`config.mk`:
```
export PLATFORM = sky130hd
export DESIGN_NAME = idec_top
export DESIGN_NICKNAME = d
export VERILOG_FILES = /design/src/source/idec_pkg.sv /design/src/source/ctrl_buffer.sv /design/src/source/group_decoder.sv /design/src/source/idec_top.sv /design/src/source/phase_sequencer.sv /design/src/source/reg_unit.sv
export SDC_FILE = /design/constraint.sdc
export NUM_CORES = 1
export LEC_CHECK = 0
export ABC_AREA = 1
export BUFFER_PORTS_ARGS = -buffer_cell sky130_fd_sc_hd__buf_2
export CELL_PAD_IN_SITES_DETAIL_PLACEMENT = 0
export CELL_PAD_IN_SITES_GLOBAL_PLACEMENT = 2
export CORE_MARGIN = 4
export CORE_UTILIZATION = 30
export CTS_BUF_LIST = sky130_fd_sc_hd__clkbuf_4 sky130_fd_sc_hd__clkbuf_8
export CTS_CLUSTER_DIAMETER = 60
export CTS_CLUSTER_SIZE = 10
export DETAILED_ROUTE_END_ITERATION = 7
export PLACE_DENSITY_LB_ADDON = 0.1
export SYNTH_ARGS = -nofsm -noshare
export SYNTH_HDL_FRONTEND = slang
export SYNTH_HIERARCHICAL = 1
export SYNTH_SLANG_ARGS = --single-unit
```
`constraint.sdc`:
```
create_clock -name clk -period 2.8 [get_ports clk]
set_input_delay 0.28 -clock clk [delete_from_list [all_inputs] [get_ports clk]]
set_output_delay 0.28 -clock clk [all_outputs]
set_load 0.01 [all_outputs]
```
`src/source/idec_pkg.sv`:
```
// opcode union, phase type, control-word structs and opcode constants for the decode slice
`default_nettype none

package idec_pkg;

    // opcode byte split into group, selector and low bit.
    typedef struct packed {
        logic [4:0] group;
        logic [1:0] sel;
        logic       low;
    } opcode_fields_t;

    typedef union packed {
        logic [7:0]     raw;
        opcode_fields_t f;
    } opcode_u;

    typedef logic [3:0] xpt_t; // execution phase.

    typedef struct packed {
        logic write_l;
        logic write_h;
        logic invert_in;
        logic write_ix_high;
        logic write_iy_high;
        logic reset_xpt; // last phase of the instruction.
    } ctrl_t;

    typedef struct packed {
        logic       valid;
        ctrl_t      ctrl;
        logic [7:0] operand;
    } buf_ctrl_t;

    // group 00001xx1.
    localparam logic [7:0] op_ld_pair     = 8'h09;
    localparam logic [7:0] op_ld_ix_h     = 8'h0b;
    localparam logic [7:0] op_ld_pair_inv = 8'h0d;
    localparam logic [7:0] op_ld_iy_inv   = 8'h0f;

endpackage

`default_nettype wire

```
`src/source/ctrl_buffer.sv`:
```
// one-stage buffer for the control word and operand
`default_nettype none

module ctrl_buffer
    import idec_pkg::*;
(
    input  logic      clk,
    input  logic      reset,
    input  buf_ctrl_t in,
    output buf_ctrl_t out
);

    logic       valid_q;
    ctrl_t      ctrl_q;
    logic [7:0] operand_q;

    always_ff @(posedge clk) begin
        if (reset) begin
            valid_q <= 1'b0;
        end else begin
            valid_q <= in.valid;
        end
    end

    // an idle slot carries no strobes.
    always_ff @(posedge clk) begin
        if (reset || !in.valid) begin
            ctrl_q <= '0;
        end else begin
            ctrl_q <= in.ctrl;
        end
    end

    always_ff @(posedge clk) begin
        operand_q <= in.operand;
    end

    assign out = '{valid: valid_q, ctrl: ctrl_q, operand: operand_q};

endmodule

`default_nettype wire

```
`src/source/group_decoder.sv`:
```
// combinational decoder for opcode group 00001xx1
`default_nettype none

module group_decoder
    import idec_pkg::*;
(
    input  logic    enable,
    input  opcode_u opcode,
    input  xpt_t    xpt,
    output ctrl_t   ctrl
);

    logic in_group;
    logic ph0;
    logic ph1;
    logic ph2;

    logic d_00001x01;
    logic d_00001x11;
    logic d_00001101;
    logic d_00001011;
    logic d_00001111;

    logic end_x01;
    logic end_x11;
    logic end_nop;
    logic inv_x01;
    logic inv_x11;

    // group field and low bit are shared by all four opcodes.
    assign in_group = enable
                   && (opcode.f.group == op_ld_pair[7:3])
                   && (opcode.f.low == op_ld_pair[0]);

    assign ph0 = (xpt == xpt_t'(0));
    assign ph1 = (xpt == xpt_t'(1));
    assign ph2 = (xpt == xpt_t'(2));

    // first split on opcode bit 1.
    assign d_00001x01 = in_group && (opcode.f.sel[0] == op_ld_pair[1]);
    assign d_00001x11 = in_group && (opcode.f.sel[0] == op_ld_ix_h[1]);

    // then on opcode bit 2.
    assign d_00001101 = d_00001x01 && (opcode.f.sel[1] == op_ld_pair_inv[2]);
    assign d_00001011 = d_00001x11 && (opcode.f.sel[1] == op_ld_ix_h[2]);
    assign d_00001111 = d_00001x11 && (opcode.f.sel[1] == op_ld_iy_inv[2]);

    // pair loads take three phases of low, high and end.
    assign inv_x01 = d_00001101 && ph0;
    assign end_x01 = d_00001x01 && ph2;

    // index-high loads take two phases of write and end.
    assign inv_x11 = d_00001111 && ph0;
    assign end_x11 = d_00001x11 && ph1;

    assign end_nop = enable && !in_group; // anything else is a one-phase no-op.

    assign ctrl.write_l       = d_00001x01 && ph0;
    assign ctrl.write_h       = d_00001x01 && ph1;
    assign ctrl.write_ix_high = d_00001011 && ph0;
    assign ctrl.write_iy_high = d_00001111 && ph0;
    assign ctrl.invert_in     = inv_x01 || inv_x11;
    assign ctrl.reset_xpt     = end_x01 || end_x11 || end_nop;

endmodule

`default_nettype wire

```
`src/source/idec_top.sv`:
```
// top level of the decode slice: sequencer, group decoder, control buffer, register unit
`default_nettype none

module idec_top
    import idec_pkg::*;
#(
    parameter int xpt_max = 15
) (
    input  logic        clk,
    input  logic        reset,
    input  logic        op_valid,
    input  opcode_u     opcode,
    input  logic [7:0]  operand,
    output logic        busy,
    output logic        done,
    output logic [15:0] pair,
    output logic [7:0]  ix_high,
    output logic [7:0]  iy_high
);

    logic       enable;
    opcode_u    opcode_q;
    logic [7:0] operand_q;
    xpt_t       xpt;
    ctrl_t      ctrl;
    buf_ctrl_t  buf_in;
    buf_ctrl_t  buf_out;

    phase_sequencer #(
        .xpt_max(xpt_max)
    ) phase_sequencer_i (
        .clk      (clk),
        .reset    (reset),
        .op_valid (op_valid),
        .opcode   (opcode),
        .operand  (operand),
        .reset_xpt(ctrl.reset_xpt),
        .enable   (enable),
        .busy     (busy),
        .opcode_q (opcode_q),
        .operand_q(operand_q),
        .xpt      (xpt)
    );

    group_decoder group_decoder_i (
        .enable(enable),
        .opcode(opcode_q),
        .xpt   (xpt),
        .ctrl  (ctrl)
    );

    assign buf_in = '{valid: enable, ctrl: ctrl, operand: operand_q};

    ctrl_buffer ctrl_buffer_i (
        .clk  (clk),
        .reset(reset),
        .in   (buf_in),
        .out  (buf_out)
    );

    reg_unit reg_unit_i (
        .clk    (clk),
        .reset  (reset),
        .in     (buf_out),
        .done   (done),
        .pair   (pair),
        .ix_high(ix_high),
        .iy_high(iy_high)
    );

endmodule

`default_nettype wire

```
`src/source/phase_sequencer.sv`:
```
// phase sequencer: opcode and operand latch plus execution-phase counter
`default_nettype none

module phase_sequencer
    import idec_pkg::*;
#(
    parameter int xpt_max = 15
) (
    input  logic       clk,
    input  logic       reset,
    input  logic       op_valid,
    input  opcode_u    opcode,
    input  logic [7:0] operand,
    input  logic       reset_xpt,
    output logic       enable,
    output logic       busy,
    output opcode_u    opcode_q,
    output logic [7:0] operand_q,
    output xpt_t       xpt
);

    logic start;
    logic last_phase;

    assign start = op_valid && !enable; // requests while busy are dropped.

    // end on the decoder's request, or force it at the phase limit.
    assign last_phase = reset_xpt || (xpt == xpt_t'(xpt_max));

    always_ff @(posedge clk) begin
        if (reset) begin
            enable <= 1'b0;
            xpt    <= '0;
        end else if (start) begin
            enable <= 1'b1;
            xpt    <= '0;
        end else if (enable) begin
            if (last_phase) begin
                enable <= 1'b0;
                xpt    <= '0;
            end else begin
                xpt <= xpt + xpt_t'(1);
            end
        end
    end

    always_ff @(posedge clk) begin
        if (start) begin
            opcode_q  <= opcode;
            operand_q <= operand;
        end
    end

    assign busy = enable; // high for exactly one cycle per phase.

endmodule

`default_nettype wire

```
`src/source/reg_unit.sv`:
```
// register unit: register pair, index-high bytes and done pulse
`default_nettype none

module reg_unit
    import idec_pkg::*;
(
    input  logic        clk,
    input  logic        reset,
    input  buf_ctrl_t   in,
    output logic        done,
    output logic [15:0] pair,
    output logic [7:0]  ix_high,
    output logic [7:0]  iy_high
);

    logic [7:0] wdata;
    logic       wr_l;
    logic       wr_h;
    logic       wr_ix;
    logic       wr_iy;

    assign wdata = in.ctrl.invert_in ? ~in.operand : in.operand;

    assign wr_l  = in.valid && in.ctrl.write_l;
    assign wr_h  = in.valid && in.ctrl.write_h;
    assign wr_ix = in.valid && in.ctrl.write_ix_high;
    assign wr_iy = in.valid && in.ctrl.write_iy_high;

    always_ff @(posedge clk) begin
        if (reset) begin
            pair <= '0;
        end else begin
            if (wr_l) begin
                pair[7:0] <= wdata;
            end
            if (wr_h) begin
                pair[15:8] <= wdata;
            end
        end
    end

    always_ff @(posedge clk) begin
        if (reset) begin
            ix_high <= '0;
            iy_high <= '0;
        end else begin
            if (wr_ix) begin
                ix_high <= wdata;
            end
            if (wr_iy) begin
                iy_high <= wdata;
            end
        end
    end

    // last phase reached the registers, so the instruction is complete.
    always_ff @(posedge clk) begin
        if (reset) begin
            done <= 1'b0;
        end else begin
            done <= in.valid && in.ctrl.reset_xpt;
        end
    end

endmodule

`default_nettype wire

```
==> flow_metrics.tcl, run 1 <==
set metrics [dict create \
    status "completed" \
    antenna_found_initial 0 \
    fin_util 0.369 \
    ys_seq_area_frac 0.566 \
    yosysUniqueCellTypes 20 \
    wirelength_um 5880 \
    synth.most_common_cell "nand2_1" \
    netlist_area_mm2 0.00273 \
    coreArea_mm2 0.00876 \
    p_leak_uw 0.00168 \
    path_class "flip-flop to flip-flop" \
    portBuffers 52 \
    fin_crit_ns 1.56 \
    num_rows 34 \
    synth_fp_nets 347 \
    met2_usage 0.183 \
    clk_latency_ns 0.34 \
    yosys.area_share.simple 0.233 \
    drv_cap 0 \
    clock-sinks 69 \
    synth_compound_area_frac 0.0716 \
    ys_ff_latch 69 \
    fin_cells 496 \
    cp_data_arrival_time_ns 1.79 \
    slew_violations 0 \
    synth_ff_type "dfxtp_1" \
    grt_max_degree 33 \
    die_w_um 103 \
    firstDrtPassIters 4 \
    synth_top_cell_by_area "dfxtp_1" \
    post_dp_cell_area_mm2 0.00305 \
    post_cts_resized 0 \
    crit_family "simple AND/OR/NAND/NOR gates" \
    grt_overflow 0 \
    max_stage_delay_ns 0.48 \
    rsz0062_at_grt "false" \
    num_vias 2015 \
    synthTopCellsByCount "94 x nand2_1, 61 x inv_1, 53 x dfxtp_1, 36 x a21oi_1, 16 x edfxtp_1" \
    use_met1 0.151 \
    final.setup_skew_ns 0.0144 \
    route.detailed.drc 0 \
    crit_chain "inv_1 > nor2_2 > nand2_2 > nor2_4 > nand3_1 > nand3_1 > nor2_2 > nand2_1 > clkinv_1 > nand2_1 > a21oi_1" \
    cts_max_level 3 \
    end_kind "flip-flop" \
    dp_hpwl_um 4030 \
    worst_pin_slew_ns 0.620 \
    synth_edf_count 16 \
    gp_congestion 0.699 \
    grt.busiest_layer "met2" \
    synthMuxAreaShare 0 \
    fmax_ghz 0.640 \
    final.setup.worst_slack_ns 1.24 \
    slew-limit-headroom 0.586 \
    first_iter_violations 45 \
    power.density_mw_per_mm2 584 \
    cts_tree "yes" \
    fin_area_mm2 0.00323 \
    synthTopCellsByArea "dfxtp_1 39%, edfxtp_1 18%, nand2_1 13%" \
    drive_gt1_frac 0.255 \
    postCtsHoldBufs 0 \
    critPathLaunchType "flip-flop" \
    path_max_fanout 8 \
    cts_root_buf "clkbuf_8" \
    rrSetupSlack_ns 1.24 \
    gr-usage-all-layers 0.117 \
    start_util 0.311 \
    synthXorXnorAreaFrac 0 \
    async_flop_share 0 \
    areaGrowthSynthToFinish_pct 18.6 \
    netlist_instances 327 \
    hold_path_class "input port to flip-flop" \
    hold_violations 0 \
    antenna_left 0 \
    finalCritPeriodShare 0.558 \
    die_y_um 103 \
    grt_pass1_wl_um 9360 \
    grt_use_met3 0.0355 \
    antennaDiodeCount 0 \
    crit_slowest_cell "dfxtp_1" \
    die_area_mm2 0.0107 \
    yosys_warnings 6 \
    dp.cells 480 \
    setup_viol 0 \
    netlist.area_leader.share 0.389 \
    layout.nets 403 \
    crit_buf_inv 2 \
    ir_drop_uv 330 \
    synth_top_family_by_area "simple AND/OR/NAND/NOR gates" \
    numCtsBuffers 9 \
    post_cts_buffers 0 \
    grt_pass1_vias 1935 \
    synthAdderAreaFrac 0.00459 \
    syn_avg_cell_area_um2 8.33 \
    setup_tns_ns 0 \
    io_pins 53 \
    wl_per_cell_um 11.9 \
    cts.clk_slew.worst_paths_ns 0.08 \
    viasPerCell 4.06 \
    clockBufferDepth 2 \
    pre_cts_ws_ns 1.23 \
    critPathRequiredTime_ns 3.03 \
]
## worst paths after layout
path	startpoint	to	cells after the start
hold reg to reg	phase_sequencer_i/operand_q[5]$_DFFE_PP_	ctrl_buffer_i/operand_q[5]$_DFF_P_	0
hold / removal	opcode[4]	phase_sequencer_i/opcode_q[4]$_DFFE_PP_	1
setup / recovery	phase_sequencer_i/busy$_SDFF_PP0_	phase_sequencer_i/xpt[3]$_SDFFE_PP0P_	11
setup reg to reg	phase_sequencer_i/busy$_SDFF_PP0_	phase_sequencer_i/xpt[3]$_SDFFE_PP0P_	11
## sequential cells by signal, indices dropped and copies added (netlist names)
register / count
ctrl_buffer_i/operand_q: 8
ctrl_buffer_i/out: 6
ctrl_buffer_i/valid_q: 1
phase_sequencer_i/busy: 1
phase_sequencer_i/opcode_q: 8
phase_sequencer_i/operand_q: 8
phase_sequencer_i/xpt: 4
reg_unit_i/done: 1
reg_unit_i/ix_high: 8
reg_unit_i/iy_high: 8
reg_unit_i/pair: 16
## layout make-up
| cell class | count | area, µm² |
|---|---|---|
| well taps | 108 | 135 |
| repair buffers | 53 | 268 |
| flip-flops and latches | 69 | 1540 |
| fillers | 963 | 5530 |
| inverters | 69 | 262 |
| multi-input cells | 181 | 843 |
| clock buffers | 10 | 138 |
| clock inverters | 6 | 45.0 |
## cells by family after synthesis
family	count (synthesis)
AO/OA/AOI/OAI	39
AND/OR/NAND/NOR	141
adder cells (fa/ha/maj)	1
buffers and inverters	77
flip-flops	69
## where the power goes
part           internal (µW)  leakage (µW)  switching, µW  total (µW)
Clock                    352     0.0000970            395         747
Sequential              1050      0.000584           15.2        1060
Combinational           24.8      0.000998           55.6        80.4
## through the flow
| stage | power (µW) | hold slack, ns |
|---|---|---|
| 6_report | 1890 | 0.118 |
| 5_1_grt | 1980 | 0.0910 |
| 4_1_cts | 1930 | 0.0932 |
| 3_5_place_dp | 1170 | 0.327 |
| 3_3_place_gp | 1170 | 0.325 |
| 2_1_floorplan | 1140 | 0.323 |
## layout by cell type, fill, tap and decap left out
| master | count |
|---|---|
| a21oi_1 | 36 |
| buf_2 | 52 |
| buf_4 | 1 |
| clkbuf_8 | 10 |
| clkinv_1 | 1 |
| clkinv_2 | 2 |
| clkinv_4 | 2 |
| dfxtp_1 | 53 |
| edfxtp_1 | 16 |
| ha_1 | 1 |
| inv_1 | 61 |
| inv_2 | 6 |
| inv_4 | 1 |
| inv_6 | 2 |
| nand2_1 | 94 |
| nand2_2 | 12 |
| nand2_4 | 4 |
| nand3_1 | 8 |
| nand4_1 | 1 |
| nor2_1 | 15 |
| nor2_2 | 3 |
| nor2_4 | 1 |
| nor3_2 | 3 |
| o21ai_0 | 3 |
## layer usage
layer	vias to the layer above	share of wire
li1	1096	-
met1	867	0.48
met2	48	0.45
met3	4	0.061
met4	0	0.0097
met5	-	0
No activity file was read; power rests on OpenSTA's default activity.
==> run 2, diff against run 1 <==
Settings changed: ABC_AREA 1 to 0.
Clock period 2.8 ns to 1.29 ns, I/O delays scaled along.
==> flow_metrics.tcl, run 2 <==
set metrics [dict create \
    status "finished, violations left" \
    violations "setup timing" \
    start_util 0.311 \
    syn_avg_cell_area_um2 12.2 \
    netlist_area_mm2 0.00258 \
    cts_max_level 3 \
    timing.hold.ws_ns 0.0901 \
    io_pins 53 \
    first_iter_violations 83 \
    route.detailed.drc 0 \
    r2r-start "phase_sequencer_i/opcode_q[6]$_DFFE_PP_" \
    seqPwrFrac 0.556 \
    viasPerCell 4.56 \
    fmax_ghz 0.647 \
    swShare 0.235 \
    worstSetupStartpoint "phase_sequencer_i/opcode_q[6]$_DFFE_PP_" \
    critPathRequiredTime_ns 1.56 \
    setup_viol 9 \
    grt_pass1_wl_um 9980 \
    crit_family "simple AND/OR/NAND/NOR gates" \
    clk_latency_ns 0.34 \
    ys_ff_latch 69 \
    mostFrequentLayoutCells "52 x buf_2, 51 x dfxtp_1, 33 x a21oi_1" \
    clockBufferDepth 2 \
    critPathLaunchType "flip-flop" \
    p_leak_uw 0.00140 \
    intPower_uw 3170 \
    final.setup.worst_slack_ns -0.256 \
    min_from "reset" \
    antenna_left 0 \
    clock-sinks 69 \
    path_class "flip-flop to flip-flop" \
    grt_max_degree 37 \
    crit_chain "nor4_4 > a21boi_2 > or4_1 > a31oi_1" \
    path_max_fanout 3 \
    grt_overflow 0 \
    cp.depth 4 \
    max_stage_delay_ns 0.48 \
    clkPwrFrac 0.366 \
    p_comb_frac 0.079 \
    die_w_um 101 \
    synthTopCellsByCount "53 x dfxtp_1, 35 x a21oi_1, 32 x a211oi_1, 16 x edfxtp_1, 10 x buf_6" \
    async_flop_share 0 \
    synth_fp_nets 232 \
    synth_ff_type "dfxtp_1" \
    dp.cells 371 \
    antennaDiodeCount 0 \
    power.switching_uw 974 \
    met2_usage 0.181 \
    wl_per_cell_um 14.9 \
    synth_top_cell_by_area "dfxtp_1" \
    grt_use_met3 0.0484 \
    power_uw 4140 \
    dp_hpwl_um 3880 \
    wirelength_um 6130 \
    netlist.area_leader.share 0.412 \
    ys_seq_area_frac 0.598 \
    synth_edf_count 16 \
    crit_slowest_cell "or4_1" \
    hold_violations 0 \
    worst_pin_slew_ns 0.356 \
    areaGrowthSynthToFinish_pct 34.5 \
    synthTopCellsByArea "dfxtp_1 41%, edfxtp_1 19%, a211oi_1 9.3%" \
    yosysUniqueCellTypes 39 \
    antenna_found_initial 0 \
    ir_drop_uv 672 \
    fill_cells 814 \
    use_met1 0.183 \
    cts.clk_slew.worst_paths_ns 0.07 \
    die_y_um 101 \
    hold_path_class "input port to flip-flop" \
    pre_cts_ws_ns -0.321 \
    gp_congestion 0.700 \
    slew_violations 0 \
    fin_crit_ns 1.55 \
    power.density_mw_per_mm2 1190 \
    grt.busiest_layer "met1" \
    synth.most_common_cell "dfxtp_1" \
    num_vias 1877 \
    layout.nets 322 \
    crit_buf_inv 0 \
    cts_tree "yes" \
    num_rows 33 \
    firstDrtPassIters 4 \
    portBuffers 52 \
    finalCritPeriodShare 1.20 \
    numCtsBuffers 9 \
    drv_cap 0 \
    hold_depth 2 \
    rsz0062_at_grt "true" \
    fin_util 0.418 \
    grt_pass1_vias 1881 \
    gr-usage-all-layers 0.130 \
    slew-limit-headroom 0.762 \
    largest_reg_flops 16 \
    yosys_warnings 6 \
    drive_gt1_frac 0.394 \
    cts_root_buf "clkbuf_8" \
    final_common_cell "buf_2" \
    coreArea_mm2 0.00830 \
    final.setup_skew_ns 0.00861 \
    end_kind "flip-flop" \
    cp_data_arrival_time_ns 1.81 \
    fin_cells 412 \
    netlist_instances 212 \
    reg2reg_depth 4 \
    top_register "reg_unit_i/pair" \
    die_area_mm2 0.0101 \
]
[run 2: changes by cell type after synthesis, sizes merged, moves of 3 or more]
cell | previous run | this run
and3b | 0 | 7
clkbuf | 0 | 3
buf | 8 | 17
xnor2 | 0 | 8
nand3 | 8 | 2
a211oi | 0 | 32
nor3b | 0 | 3
nor2 | 19 | 6
and2 | 0 | 6
inv | 68 | 1
nand2 | 110 | 2
[run 2: final cells by class]
class | count | area [µm²] | area share
Sequential cell | 69 | 1550 | 0.446
Multi-Input combinational cell | 124 | 941 | 0.271
Timing Repair Buffer | 97 | 678 | 0.196
Clock buffer | 11 | 139 | 0.0401
Tap cell | 105 | 131 | 0.0379
Clock inverter | 5 | 27.5 | 0.00794
Inverter | 1 | 3.75 | 0.00108
[run 2: path summary, 6_finish.rpt]
kind,slack (ns),end
max reg2reg,-0.26,phase_sequencer_i/xpt[3]$_SDFFE_PP0P_
min,0.09,phase_sequencer_i/busy$_SDFF_PP0_
max,-0.26,phase_sequencer_i/xpt[3]$_SDFFE_PP0P_
min reg2reg,0.34,ctrl_buffer_i/operand_q[7]$_DFF_P_
[run 2: kinds of logic (layout without fill, tap and decap cells)]
| group | count (synthesis) | after routing | share of synthesized area |
|---|---|---|---|
| AND/OR/NAND/NOR | 40 | 42 | 0.123 |
| AO/OA/AOI/OAI | 72 | 72 | 0.175 |
| adder cells (fa/ha/maj) | 1 | 1 | 0.00485 |
| XOR/XNOR | 9 | 9 | 0.0306 |
| flip-flops | 69 | 69 | 0.598 |
| buffers and inverters | 21 | 114 | 0.0680 |
[run 2: worst register-to-register path: cells and delay by family (launching register included)]
kind	cells	cell delay [ns]
flops	1	0.43
compound gates	2	0.24
simple gates	2	0.81
[run 2: layer usage]
layer	vias up	part of all wire
met4	0	0.011
met1	861	0.50
met2	49	0.43
met3	5	0.052
li1	962	-
met5	-	0
[run 2: timing repair]
item,in CTS,in global routing
endpoints found under the setup margin,25,27
resized for setup,5,9
hold endpoints to repair,16,0
buffers inserted,3,4
hold buffers,16,0
gates cloned,1,1
pin swaps,2,5
[run 2: metrics by stage]
| step | area, µm² | TNS (ns) |
|---|---|---|
| 4_1_cts | 3390 | -1.75 |
| 2_1_floorplan | 2600 | -0.712 |
| 6_report | 3470 | -1.62 |
| 3_5_place_dp | 3010 | -3.22 |
| 5_1_grt | 3470 | -2.75 |
| 3_3_place_gp | 3010 | -3.16 |
[run 2: power groups by stage]
stage	Clock, µW	Combinational [µW]	Sequential (µW)
after floorplan	0	120	2350
after global placement	0	233	2350
after detailed placement	0	233	2350
after CTS	1600	295	2300
after global routing	1700	355	2310
final	1520	325	2300
